`config.mk`:
```
export PLATFORM = sky130hd
export DESIGN_NAME = conv_core_top
export DESIGN_NICKNAME = d
export VERILOG_FILES = /design/src/rtl/conv_loader_pkg.sv /design/src/rtl/load_ctrl_if.sv /design/src/rtl/load_sequencer.sv /design/src/rtl/sample_mem.sv /design/src/rtl/mac_lanes.sv /design/src/rtl/conv_core_top.sv
export SDC_FILE = /design/constraint.sdc
export NUM_CORES = 1
export LEC_CHECK = 0
export ABC_AREA = 1
export ABC_CLOCK_PERIOD_IN_PS = 5600
export BUFFER_PORTS_ARGS = -buffer_cell sky130_fd_sc_hd__buf_2
export CAP_MARGIN = 0
export CORE_UTILIZATION = 30
export CTS_CLUSTER_SIZE = 20
export DETAILED_ROUTE_END_ITERATION = 10
export PLACE_DENSITY = 0.53
export SKIP_CTS_REPAIR_TIMING = 1
export SLEW_MARGIN = 30
export SYNTH_ARGS = -nofsm -noshare
export SYNTH_HDL_FRONTEND = slang
export SYNTH_SLANG_ARGS = --single-unit
```
`constraint.sdc`:
```
create_clock -name clk_i -period 5.6 [get_ports clk_i]
set_input_delay 1.12 -clock clk_i [delete_from_list [all_inputs] [get_ports clk_i]]
set_output_delay 1.12 -clock clk_i [all_outputs]
set_load 0.01 [all_outputs]
```
`src/rtl/conv_loader_pkg.sv`:
```
package conv_loader_pkg;

    localparam int NUM_LANES  = 4;
    localparam int NUM_TAPS   = 3;
    localparam int NUM_STAGES = 28;

    // Stages 0..11 load weights, 12..23 load features, the rest drain.
    localparam int FEAT_BASE  = 12;
    localparam int LOAD_END   = 24;

    typedef logic [5:0]  addr_t;
    typedef logic [7:0]  data_t;
    typedef logic [4:0]  stage_t;

    // Three products of 255 by 255 still fit in 18 bits.
    typedef logic [17:0] acc_t;

    typedef logic [NUM_LANES-1:0] lane_mask_t;
    typedef logic [NUM_TAPS-1:0]  tap_sel_t;

    typedef enum logic {
        SEQ_IDLE = 1'b0,
        SEQ_RUN  = 1'b1
    } seq_state_t;

endpackage

```
`src/rtl/load_ctrl_if.sv`:
```
`timescale 1ns/1ps

interface load_ctrl_if;

    import conv_loader_pkg::*;

    lane_mask_t wt_en;
    lane_mask_t ft_en;
    tap_sel_t   tap_sel;
    logic       acc_clr;
    data_t      mem_data;

    // The memory read data is driven at the top level, not by the sequencer.
    modport seq (
        output wt_en,
        output ft_en,
        output tap_sel,
        output acc_clr
    );

    modport lanes (
        input wt_en,
        input ft_en,
        input tap_sel,
        input acc_clr,
        input mem_data
    );

endinterface

```
`src/rtl/load_sequencer.sv`:
```
`timescale 1ns/1ps

module load_sequencer (
    input  logic                   clk_i,
    input  logic                   rst_n_i,
    input  logic                   start_i,
    output conv_loader_pkg::addr_t rd_addr_o,
    output logic                   busy_o,
    output logic                   done_o,
    load_ctrl_if.seq               ctrl
);

    import conv_loader_pkg::*;

    seq_state_t state_q;
    stage_t     stage_q;
    logic       last_q;
    logic       run;

    logic       is_load;
    logic       is_feat;
    stage_t     offset;
    lane_mask_t lane_dec;
    tap_sel_t   tap_dec;

    lane_mask_t wt_en_q;
    lane_mask_t ft_en_q;
    tap_sel_t   tap_sel_q;
    logic       acc_clr_q;

    assign run = (state_q == SEQ_RUN);

    // last_q covers the cycle in which the final stage's controls are still in flight.
    assign busy_o    = run || last_q;
    assign rd_addr_o = addr_t'(stage_q);

    always_ff @(posedge clk_i or negedge rst_n_i) begin
        if (!rst_n_i) begin
            state_q <= SEQ_IDLE;
            stage_q <= '0;
            last_q  <= 1'b0;
            done_o  <= 1'b0;
        end else begin
            done_o <= last_q;
            last_q <= 1'b0;
            case (state_q)
                SEQ_IDLE: begin
                    if (start_i && !last_q) begin
                        state_q <= SEQ_RUN;
                    end
                end
                SEQ_RUN: begin
                    if (stage_q == stage_t'(NUM_STAGES - 1)) begin
                        state_q <= SEQ_IDLE;
                        stage_q <= '0;
                        last_q  <= 1'b1;
                    end else begin
                        stage_q <= stage_q + 1'b1;
                    end
                end
                default: state_q <= SEQ_IDLE;
            endcase
        end
    end

    // Lane is the stage offset divided by the tap count, tap is the remainder.
    always_comb begin
        is_load  = run && (stage_q < stage_t'(LOAD_END));
        is_feat  = (stage_q >= stage_t'(FEAT_BASE));
        offset   = is_feat ? stage_q - stage_t'(FEAT_BASE) : stage_q;
        lane_dec = '0;
        tap_dec  = '0;
        if (is_load) begin
            lane_dec = lane_mask_t'(1) << (offset / NUM_TAPS);
            tap_dec  = tap_sel_t'(1) << (offset % NUM_TAPS);
        end
    end

    // One register stage lines the controls up with the memory read data.
    always_ff @(posedge clk_i or negedge rst_n_i) begin
        if (!rst_n_i) begin
            wt_en_q   <= '0;
            ft_en_q   <= '0;
            tap_sel_q <= '0;
            acc_clr_q <= 1'b0;
        end else begin
            wt_en_q   <= is_feat ? '0 : lane_dec;
            ft_en_q   <= is_feat ? lane_dec : '0;
            tap_sel_q <= tap_dec;
            acc_clr_q <= run && (stage_q == '0);
        end
    end

    assign ctrl.wt_en   = wt_en_q;
    assign ctrl.ft_en   = ft_en_q;
    assign ctrl.tap_sel = tap_sel_q;
    assign ctrl.acc_clr = acc_clr_q;

    assert property (@(posedge clk_i) disable iff (!rst_n_i)
        !(|ctrl.wt_en && |ctrl.ft_en))
        else $error("Weight and feature enables active together.");

    assert property (@(posedge clk_i) disable iff (!rst_n_i)
        $onehot0(ctrl.wt_en) && $onehot0(ctrl.ft_en))
        else $error("Lane enable is not one-hot.");

    assert property (@(posedge clk_i) disable iff (!rst_n_i)
        (|ctrl.wt_en || |ctrl.ft_en) |-> $onehot(ctrl.tap_sel))
        else $error("Tap select is not one-hot during a load.");

endmodule

```
`src/rtl/sample_mem.sv`:
```
`timescale 1ns/1ps

module sample_mem #(
    parameter int MEM_DEPTH = 64
) (
    input  logic                   clk_i,
    input  logic                   we_i,
    input  conv_loader_pkg::addr_t waddr_i,
    input  conv_loader_pkg::data_t wdata_i,
    input  conv_loader_pkg::addr_t raddr_i,
    output conv_loader_pkg::data_t rdata_o
);

    import conv_loader_pkg::*;

    data_t mem [MEM_DEPTH];

    always_ff @(posedge clk_i) begin
        if (we_i) begin
            mem[waddr_i] <= wdata_i;
        end
    end

    // Read data comes one cycle after the address.
    always_ff @(posedge clk_i) begin
        rdata_o <= mem[raddr_i];
    end

    assert property (@(posedge clk_i) we_i |-> (int'(waddr_i) < MEM_DEPTH))
        else $error("Host write address %0d is outside the memory.", waddr_i);

endmodule

```
`src/rtl/mac_lanes.sv`:
```
`timescale 1ns/1ps

module mac_lanes (
    input  logic                clk_i,
    input  logic                rst_n_i,
    load_ctrl_if.lanes          ctrl,
    output conv_loader_pkg::acc_t [conv_loader_pkg::NUM_LANES-1:0] acc_o
);

    import conv_loader_pkg::*;

    data_t                      wt_q   [NUM_LANES][NUM_TAPS];
    data_t                      sel_wt [NUM_LANES];
    logic [2*$bits(data_t)-1:0] prod   [NUM_LANES];

    // A weight load writes the memory data into the selected lane and tap.
    always_ff @(posedge clk_i) begin
        for (int l = 0; l < NUM_LANES; l++) begin
            for (int t = 0; t < NUM_TAPS; t++) begin
                if (ctrl.wt_en[l] && ctrl.tap_sel[t]) begin
                    wt_q[l][t] <= ctrl.mem_data;
                end
            end
        end
    end

    // tap_sel is one-hot, so an AND-OR picks the active weight.
    always_comb begin
        for (int l = 0; l < NUM_LANES; l++) begin
            sel_wt[l] = '0;
            for (int t = 0; t < NUM_TAPS; t++) begin
                if (ctrl.tap_sel[t]) begin
                    sel_wt[l] = sel_wt[l] | wt_q[l][t];
                end
            end
            prod[l] = sel_wt[l] * ctrl.mem_data;
        end
    end

    always_ff @(posedge clk_i or negedge rst_n_i) begin
        if (!rst_n_i) begin
            acc_o <= '0;
        end else if (ctrl.acc_clr) begin
            acc_o <= '0;
        end else begin
            for (int l = 0; l < NUM_LANES; l++) begin
                if (ctrl.ft_en[l]) begin
                    acc_o[l] <= acc_o[l] + acc_t'(prod[l]);
                end
            end
        end
    end

endmodule

```
`src/rtl/conv_core_top.sv`:
```
`timescale 1ns/1ps

module conv_core_top (
    input  logic                   clk_i,
    input  logic                   rst_n_i,
    input  logic                   start_i,
    input  logic                   mem_we_i,
    input  conv_loader_pkg::addr_t mem_waddr_i,
    input  conv_loader_pkg::data_t mem_wdata_i,
    output logic                   busy_o,
    output logic                   done_o,
    output conv_loader_pkg::acc_t  acc0_o,
    output conv_loader_pkg::acc_t  acc1_o,
    output conv_loader_pkg::acc_t  acc2_o,
    output conv_loader_pkg::acc_t  acc3_o
);

    import conv_loader_pkg::*;

    addr_t                  rd_addr;
    acc_t [NUM_LANES-1:0]   acc;

    load_ctrl_if ctrl_if ();

    load_sequencer load_sequencer_inst (
        .clk_i     (clk_i),
        .rst_n_i   (rst_n_i),
        .start_i   (start_i),
        .rd_addr_o (rd_addr),
        .busy_o    (busy_o),
        .done_o    (done_o),
        .ctrl      (ctrl_if.seq)
    );

    // Read data goes straight onto the control interface, next to the registered enables.
    sample_mem #(
        .MEM_DEPTH (64)
    ) sample_mem_inst (
        .clk_i     (clk_i),
        .we_i      (mem_we_i),
        .waddr_i   (mem_waddr_i),
        .wdata_i   (mem_wdata_i),
        .raddr_i   (rd_addr),
        .rdata_o   (ctrl_if.mem_data)
    );

    mac_lanes mac_lanes_inst (
        .clk_i     (clk_i),
        .rst_n_i   (rst_n_i),
        .ctrl      (ctrl_if.lanes),
        .acc_o     (acc)
    );

    assign acc0_o = acc[0];
    assign acc1_o = acc[1];
    assign acc2_o = acc[2];
    assign acc3_o = acc[3];

endmodule

```
[Yosys cells after proc, flatten, opt, wreduce, memory -nomap -nowiden]
Memory sizes are Yosys's and may differ from the RTL's. A register that Yosys moved wholly into a read port is not among the register bits.
Cells that the tools add are included.
Storage, ports and cells
  register bits after elaboration: 92
  bits in latches: 0
  memory bits (writable): 608
  memory bits (read-only): 0
  input port bits: 18
  output and inout bits: 74
  logic and storage cells: 116
  memories kept: 2
Memories
  sample_mem_inst.mem: depth 64, width 8, rd ports 1, clocked after Yosys merged registers in 1, wr ports 1, line sample_mem.sv:16  | data_t mem [MEM_DEPTH];
  mac_lanes_inst.wt_q: depth 4, width 24, rd ports 4, clocked after Yosys merged registers in 0, wr ports 4, line mac_lanes.sv:12  | data_t wt_q [NUM_LANES][NUM_TAPS];
Operators by class
  $add $sub $neg: 6
  multipliers: 4
  divide/modulo/power cells: 2
  $lt $le $gt $ge: 2
  equal/unequal tests: 1
  shifts and indexed selects: 2
  muxes and demuxes: 54
  bitwise logic cells: 9
  reductions and logical operators: 22
Operators with widths (count)
  2-to-1 mux 8 bit: 12
  adder 18 x 16 -> 18 bit: 4
  2-to-1 mux 18 bit: 4
  2-to-1 mux 72 bit: 1
  multiplier 8 x 8 -> 16 bit: 4
  OR 8 bit: 8
  divider 5 x 2 -> 32 bit (second input constant): 1
  modulo 5 x 2 -> 32 bit (second input constant): 1
  << shifter 1 x 32 -> 3 bit (first input constant): 1
  << shifter 1 x 32 -> 4 bit (first input constant): 1
  2-to-1 mux 1 bit: 30
  logical AND 1 bit: 15
  2-to-1 mux 4 bit: 3
  2-to-1 mux 5 bit: 2
  nonzero test 2 bit: 4
  adder 5 x 1 -> 5 bit (second input constant): 1
  == test 5 bit (second input constant): 1
  greater-or-equal comparator 5 x 4 -> 1 bit (second input constant): 1
  logical NOT 5 bit: 1
  less-than comparator 5 bit (second input constant): 1
  subtractor 5 x 4 -> 5 bit (second input constant): 1
  2-to-1 mux 3 bit: 1
  one-hot mux 1 bit (2 select lines): 1
  logical NOT 1 bit: 1
  other kinds (2): 2

[Longest topological paths before layout]
Gate-level depths: netlist of the first run.
An unclocked memory read counts as a cell.
  depth in word-level cells: 10
  gate-level depth with buffers: 30
  gate-level depth less buffers: 28

[Modules after synthesis]
Synthesis of the first run repeated with hierarchy kept, for this count alone.
Unflattened totals
  cell total of the unflattened synthesis: 4277
  area, all modules: 40752.8 um^2
By module, submodules not included
  sample_mem: times used 1, cells each 1805, area each 21339.2 um^2, seq. area each 15534.9 um^2
  mac_lanes: times used 1, cells each 2276, area each 17835.9 um^2, seq. area each 4684.5 um^2
  load_sequencer: times used 1, cells each 196, area each 1577.8 um^2, seq. area each 500.5 um^2

[Worst setup path after synthesis of the first run]
No wires, ideal clock.
  path type: register to register
  start: reg load_sequencer_inst.tap_sel_q[1] (netlist: load_sequencer_inst.ctrl.tap_sel[1])
  end: reg mac_lanes_inst.acc_o[70] (netlist name)
  setup time: 0.128 ns
  arrival: 4.925 ns
  required time: 5.472 ns
  setup slack: 0.546 ns
  stages on the path, launching flop included: 27
  buffers on the path: 2
  period minus slack after synthesis: 5.054 ns
  cells stage by stage: dfrtp_1 > clkbuf_1 > clkbuf_1 > nand2_1 > nand3_1 > nand2_1 > fa_1 > inv_1 > fa_1 > fa_1 > fa_1 > ha_1 > a21oi_1 > o21ai_0 > a21oi_1 > nor2_1 > o21ai_0 > nand2_1 > nand2_1 > nand2_1 > nand2_1 > nand2_1 > nand2_1 > a21oi_1 > nor2_1 > xor2_1 > o21ai_0
On the way
  word-level cells in the longest chain between the ends: 7
Ends and longest elaborated chain
  start, declared: line load_sequencer.sv:28  | tap_sel_t tap_sel_q;
  start signal, assigned: line load_sequencer.sv:89  | tap_sel_q <= tap_dec;
  2-to-1 mux 8 bit *: line mac_lanes.sv:32  | if (ctrl.tap_sel[t]) begin
  OR 8 bit: line mac_lanes.sv:33  | sel_wt[l] = sel_wt[l] | wt_q[l][t];
  2-to-1 mux 8 bit *: line mac_lanes.sv:32
  multiplier 8 x 8 -> 16 bit *: line mac_lanes.sv:36  | prod[l] = sel_wt[l] * ctrl.mem_data;
  adder 18 x 16 -> 18 bit *: line mac_lanes.sv:48  | acc_o[l] <= acc_o[l] + acc_t'(prod[l]);
  2-to-1 mux 18 bit *: line mac_lanes.sv:47  | if (ctrl.ft_en[l]) begin
  2-to-1 mux 72 bit *: line mac_lanes.sv:43  | end else if (ctrl.acc_clr) begin
  end signal, assigned by index: line mac_lanes.sv:48
  end, declared: line mac_lanes.sv:7  | output conv_loader_pkg::acc_t [conv_loader_pkg::NUM_LANES-1:0] acc_o
Mark *: on every way between the ends. The rest lies on a longest branch, timed or not. The select of a mux whose other input is x is not followed.
A chain may end at the register's enable or synchronous reset.

[Worst setup path in the final report of the first run]
Same ends and word-level chain as after synthesis.

==> results of run 1 <==
-- worst paths after layout --
| check | slack [ns] | end | from | depth (start not counted) |
|---|---|---|---|---|
| max | 0.39 | mac_lanes_inst.acc_o[70] | load_sequencer_inst.ctrl.tap_sel[1] | 25 |
| min | 0.40 | load_sequencer_inst.done_o | load_sequencer_inst.last_q | 0 |
| max reg2reg | 0.39 | mac_lanes_inst.acc_o[70] | load_sequencer_inst.ctrl.tap_sel[1] | 25 |
| min reg2reg | 0.40 | load_sequencer_inst.done_o | load_sequencer_inst.last_q | 0 |
| max in group asynchronous | 3.97 | mac_lanes_inst.acc_o[59] | rst_n_i | 2 |
| min in group asynchronous | 0.60 | mac_lanes_inst.acc_o[18] | rst_n_i | 1 |
-- sequential cells by signal, summed over array words and instances, names as in the netlist --
name and flops:
load_sequencer_inst.ctrl.acc_clr 1, load_sequencer_inst.ctrl.ft_en 4, load_sequencer_inst.ctrl.tap_sel 3, load_sequencer_inst.ctrl.wt_en 4
load_sequencer_inst.done_o 1, load_sequencer_inst.last_q 1, load_sequencer_inst.run 1, load_sequencer_inst.stage_q 5
mac_lanes_inst.acc_o 72, mac_lanes_inst.wt_q 96, sample_mem_inst.mem 256, sample_mem_inst.rdata_o 8
-- area by class of cell --
| cell class | count | share of cell area, % |
|---|---|---|
| Clock buffer | 58 | 4.16 |
| Timing Repair Buffer | 131 | 2.58 |
| Clock inverter | 36 | 0.999 |
| Multi-Input combinational cell | 1724 | 39.9 |
| Tap cell | 1186 | 4.74 |
| Sequential cell | 452 | 41.7 |
| Inverter | 492 | 5.90 |
-- metrics by stage --
stage	cell area [µm²]	util [%]	hold slack (ns)	std cells
final	31300	34.2	0.396	4079
after global placement	29700	32.4	0.374	3985
after detailed placement	29700	32.4	0.365	3985
after global routing	31300	34.2	0.404	4079
after CTS	31300	34.1	0.394	4079
after floorplan	27700	-	0.346	2764
-- Yosys cell counts (all sizes together), types with 4 or more instances --
| cell type | number |
|---|---|
| o21ai | 200 |
| xnor2 | 7 |
| clkbuf | 87 |
| xor2 | 19 |
| o22ai | 63 |
| ha | 169 |
| nand4 | 13 |
| dfxtp | 8 |
| nand2 | 577 |
| a21oi | 47 |
| nand3 | 94 |
| or2 | 5 |
| inv | 492 |
| o221ai | 21 |
| buf | 9 |
| o21bai | 5 |
| dfrtp | 92 |
| fa | 200 |
| o211ai | 14 |
| a211oi | 4 |
| edfxtp | 352 |
| nor2 | 246 |
| nor3 | 8 |
| o31ai | 5 |
| a22o | 5 |
| a32o | 5 |
| o2111ai | 4 |
-- worst register-to-register path: cells and delay by family (launching register included) --
kind            cells  cell delay (ns)
fa+ha+maj           5             2.40
buf+inv             2             0.27
compound gates      6             0.81
xor+xnor            1             0.15
flops               1             0.36
simple gates       11             1.10
-- cells by family after synthesis --
kind of cell               after synthesis
DFF                                    452
AOI/OAI and AO/OA                      385
muxes                                    1
adders and majority gates              369
and+or+nand+nor                        943
buffers and inverters                  588
xor gates and xnor gates                26
-- where the power goes --
| group | switching [mW] | leakage [nW] | internal, mW |
|---|---|---|---|
| Clock | 1.43 | 0.797 | 1.86 |
| Combinational | 4.89 | 9.17 | 2.59 |
| Sequential | 0.468 | 4.44 | 4.05 |
| Total | 6.79 | 14.4 | 8.50 |
-- routing by layer --
layer | GRT usage (%) | routed length, µm
met5 | 0 | 0
met1 | 19.4 | 30800
met3 | 1.75 | 2260
met4 | 3.33 | 1210
met2 | 23.7 | 31100
==> summary.txt, run 1 <==
Floorplanning
  – Chip width: 306 µm
  – Die height: 306 µm
  – # rows: 111
  – Initial Utilization: 30.3%
  – Core ar.: 91700 µm²
  – Die ar.: 93700 µm²
  – Io pins: 92

Synthesis
  – Largest family of logic cells by synthesized area: adder cells
  – Number of synthesized flops with an enable pin: 352
  – Most used DFF post-synth: edfxtp_1
  – Sequential area share after synthesis: 47.0%
  – Synth Area in Adders: 22.1%
  – Synth Area in Simple Gates: 13.9%
  – Synthesized instance count: 2764
  – Synth area leaders: edfxtp_1, fa_1, dfrtp_1, ha_1, nand2_1
  – Mapped Area: 27700 µm²
  – Post-synth top area share: 38.1%
  – Syn avg cell area: 10.0 µm²
  – Async S/R FF share, synth: 20.4%
  – Cell variety after synth: 49
  – Post-synthesis mux area share: 0.0361%
  – Ys Warns: 0
  – XOR/XNOR Fraction of Synth Area: 0.821%
  – Net Count, Synth: 3151
  – Synth Register Bits: 452
  – Synth Area in Compound Gates: 8.18%
  – Post-synth top area cell: edfxtp_1

Routing
  – Post-route antenna net violation count: 0
  – Total number of vias: 18660
  – Routed len/inst: 16.0 µm
  – Drt via density: 4.57
  – Pre-antenna DRT Iters: 7
  – Post-route DRC: 0
  – Drt first-iter violations: 1005
  – Routed wire length: 65300 µm

Layout
  – # diodes: 0
  – Multi-input gate area: 12500 µm²
  – Most common cell after layout, fill and taps aside: nand2_1
  – Layout Nets: 3239
  – Layout area overhead: 12.9%
  – Fill count: 9328
  – Most frequent cells in the layout: nand2_1, inv_1, edfxtp_1, nor2_1, fa_1
  – Storage cell area: 13000 µm²
  – Layout cells sized above 1: 9.16%

CTS
  – CTS H-tree depth: 2
  – Buffer levels on the longest clock path: 3
  – Clk pin slew, worst setup/hold paths: 0.06 ns
  – CTS Sinks: 452
  – CTS tree: yes
  – Total CTS buffers: 51
  – Clk_lat worst skew: 0.60 ns
  – Root Buffer: clkbuf_16

STA
  – PnR worst setup slack: 0.386 ns
  – Setup TNS: 0 ns
  – Max-slew violations: 0
  – Worst Max-Slew Pin Slew: 0.948 ns
  – Final Hold Vio Count: 0
  – Clock Skew: 0.0127 ns
  – Fmax: 192 MHz
  – Fin crit share: 93.1%
  – RSZ-0062 raised after global routing: false
  – Normalized max-slew margin: 36.6%
  – Endpoints failing setup: 0
  – Min Tclk post-route: 5.21 ns

Power
  – Maximum VDD drop: 324 µV
  – PwrDens: 488 nW/µm²
  – Power Total: 15.3 mW
  – LEAKAGE: 14.4 nW

Global routing
  – GRT Util Overall: 14.1%
  – Vias in the first global route: 18789
  – GRT Residual Overflow: 0
  – Wire length of the first global-routing pass: 105000 µm
  – Largest net degree at the start of global routing: 84
  – Antenna violations before repair: 0

Critical path
  – Crit start category: register
  – Critical path endpoint category: register
  – Most Frequent Cell on Critical Path: nand2_1
  – Crit-path max FO: 36
  – CP delay by family, top: adder cells
  – WS Path Type: reg2reg
  – CP max-delay cell: fa_1
  – CP peak stage delay: 0.55 ns
  – Worst Path Buf+Inv: 2
  – Required time worst endpoint: 6.08 ns
  – Worst EP arrival: 5.69 ns

Placement
  – Place WS: 0.389 ns
  – Routability congestion estimate: 0.782
  – Port Buffers: 91
  – Post-DP HPWL: 44500 µm

Run status
  – Status: completed

Worst hold path
  – Worst min path class: reg2reg

Job
  – MaxCap Viol Count: 0
No activity file was read; power rests on OpenSTA's default activity.
==> run 2: changes to the inputs <==
--- a/config.mk
+++ b/config.mk
@@ -9,10 +9,10 @@
 export ABC_CLOCK_PERIOD_IN_PS = 5600
 export BUFFER_PORTS_ARGS = -buffer_cell sky130_fd_sc_hd__buf_2
 export CAP_MARGIN = 0
-export CORE_UTILIZATION = 30
+export CORE_UTILIZATION = 40
 export CTS_CLUSTER_SIZE = 20
 export DETAILED_ROUTE_END_ITERATION = 10
-export PLACE_DENSITY = 0.53
+export PLACE_DENSITY = 0.64
 export SKIP_CTS_REPAIR_TIMING = 1
 export SLEW_MARGIN = 30
 export SYNTH_ARGS = -nofsm -noshare
==> run 2 against run 1 <==
Net effect:
- final area decreased by 0.78%
- cell count decreased by 6.4%
- sequential power about the same
- clock skew increased by 0.017 ns
- global-route usage increased by 3.9 points
- clock-buffer cell count increased by 4
- first-iteration DRC count increased by 26%
- maximum frequency about the same
- critical endpoint unchanged
- power increased by 0.12%
- clock power increased by 2%
- critical path type unchanged
- sequential cell count unchanged
- utilization increased by 11 points
==> summary.txt, run 2 (synthesized netlist as in run 1, its figures left out) <==
Layout
  – Layout cells sized above 1: 9.19%
  – Layout Nets: 3230
  – Most frequent cells in the layout: nand2_1, inv_1, edfxtp_1, nor2_1, fa_1
  – Largest registers: sample_mem_inst.mem (256), mac_lanes_inst.wt_q (96), mac_lanes_inst.acc_o (72)
  – Most common cell after layout, fill and taps aside: nand2_1
  – Max FFs per register: 256
  – Multi-input gate area: 12500 µm²
  – Fill count: 6454
  – Finished Layout Cells: 3816
  – Design area: 31100 µm²
  – # diodes: 0
  – Most flop-heavy register: sample_mem_inst.mem
  – Layout area overhead: 12.0%
  – Storage cell area: 13100 µm²

Floorplanning
  – # rows: 96
  – Io pins: 92
  – Chip width: 265 µm
  – Initial Utilization: 40.4%
  – Core ar.: 68600 µm²
  – Die height: 265 µm
  – Die ar.: 70400 µm²

Worst hold path
  – Worst min path class: reg2reg

Power
  – Sequential power share: 29.6%
  – Internal: 8.57 mW
  – PwrDens: 493 nW/µm²
  – Clock Power Share: 22.0%
  – Logic pwr share: 48.4%
  – Maximum VDD drop: 379 µV
  – P_sw: 6.74 mW
  – Net Sw Frac: 44.0%
  – LEAKAGE: 14.4 nW

STA
  – Max-slew violations: 0
  – Fmax: 192 MHz
  – RSZ-0062 raised after global routing: false
  – Normalized max-slew margin: 37.6%
  – Fin crit share: 93.2%
  – Setup TNS: 0 ns
  – Final Hold Vio Count: 0
  – Clock Skew: 0.0293 ns
  – Worst Max-Slew Pin Slew: 0.932 ns
  – Min Tclk post-route: 5.22 ns
  – Endpoints failing setup: 0

CTS
  – CTS Sinks: 452
  – Buffer levels on the longest clock path: 3
  – CTS H-tree depth: 2
  – Total CTS buffers: 51
  – Clk pin slew, worst setup/hold paths: 0.06 ns
  – CTS tree: yes
  – Clk_lat worst skew: 0.61 ns
  – Root Buffer: clkbuf_16

Critical path
  – WS Path Type: reg2reg
  – CP max-delay cell: fa_1
  – Critical path endpoint category: register
  – CP peak stage delay: 0.53 ns
  – Crit-path max FO: 36
  – Crit start category: register
  – Worst EP arrival: 5.70 ns
  – Most Frequent Cell on Critical Path: nand2_1
  – Required time worst endpoint: 6.09 ns

Global routing
  – Grt met3 use: 2.55%
  – Largest net degree at the start of global routing: 89
  – Met2 Use GR: 30.5%
  – GRT Residual Overflow: 0
  – Vias in the first global route: 18828
  – GR Layer Usage met1: 24.4%
  – GR peak layer: met2
  – Wire length of the first global-routing pass: 101000 µm
  – Antenna violations before repair: 1
  – GRT Util Overall: 18.0%

Routing
  – Drt via density: 4.94
  – Drt first-iter violations: 1262
  – Pre-antenna DRT Iters: 7
  – Total number of vias: 18855
  – Routed len/inst: 16.3 µm
  – Post-route antenna net violation count: 0
  – Post-route DRC: 0
  – Routed wire length: 62200 µm

Placement
  – Port Buffers: 91
  – Routability congestion estimate: 0.835
  – Placed instance count: 3721
  – Post-DP HPWL: 42300 µm
  – Dpl cell area: 29300 µm²

Job
  – MaxCap Viol Count: 0

Run status
  – Status: completed
==> run 2: path summary, 6_finish.rpt <==
path | start | endpoint | slack [ns] | cells after the start
worst max register to register | load_sequencer_inst.ctrl.tap_sel[1] | mac_lanes_inst.acc_o[70] | 0.38 | 25
worst min-delay path | load_sequencer_inst.last_q | load_sequencer_inst.done_o | 0.38 | 0
worst max-delay path | load_sequencer_inst.ctrl.tap_sel[1] | mac_lanes_inst.acc_o[70] | 0.38 | 25
max in group asynchronous | rst_n_i | mac_lanes_inst.acc_o[67] | 3.95 | 2
worst min register to register | load_sequencer_inst.last_q | load_sequencer_inst.done_o | 0.38 | 0
min in group asynchronous | rst_n_i | mac_lanes_inst.acc_o[18] | 0.55 | 1
==> run 2: power by group through the flow <==
stage,registers [mW],clock network (mW),logic [mW]
6_report,4.53,3.37,7.41
5_1_grt,4.58,3.55,8.49
4_1_cts,4.53,3.45,7.48
3_5_place_dp,4.59,0,7.43
3_3_place_gp,4.59,0,7.31
2_1_floorplan,4.45,0,5.48
==> run 2: stage by stage <==
stage               hold WS [ns]  total power [mW]  setup WS [ns]  utilization (%)
floorplan                  0.346              9.93          0.546                -
global placement           0.369              11.9          0.464             42.7
detailed placement         0.362              12.0          0.385             42.7
CTS                        0.380              15.5          0.373             45.2
global route               0.405              16.6        0.00233             45.3
finish                     0.379              15.3          0.381             45.3
==> run 2: per-layer routing <==
| metal | share of wire, % | vias up |
|---|---|---|
| li1 | - | 9151 |
| met1 | 45 | 9172 |
| met2 | 48 | 449 |
| met3 | 5.2 | 83 |
| met4 | 1.8 | 0 |
| met5 | 0 | - |
==> run 2: cell type report <==
type | instances | share of cell area [%]
Clock buffer | 62 | 4.24
Clock inverter | 33 | 1.24
Inverter | 492 | 5.95
Tap cell | 931 | 3.75
Timing Repair Buffer | 122 | 2.47
Multi-Input combinational cell | 1724 | 40.3
Sequential cell | 452 | 42.0
==> run 2: critical path: cells and delay by family (launching register included) <==
family | cells | cell delay, ns
buffers and inverters | 2 | 0.27
flip-flops | 1 | 0.37
AND/OR/NAND/NOR | 11 | 1.05
adder cells (fa/ha/maj) | 5 | 2.40
AO/OA/AOI/OAI | 6 | 0.83
XOR/XNOR | 1 | 0.14
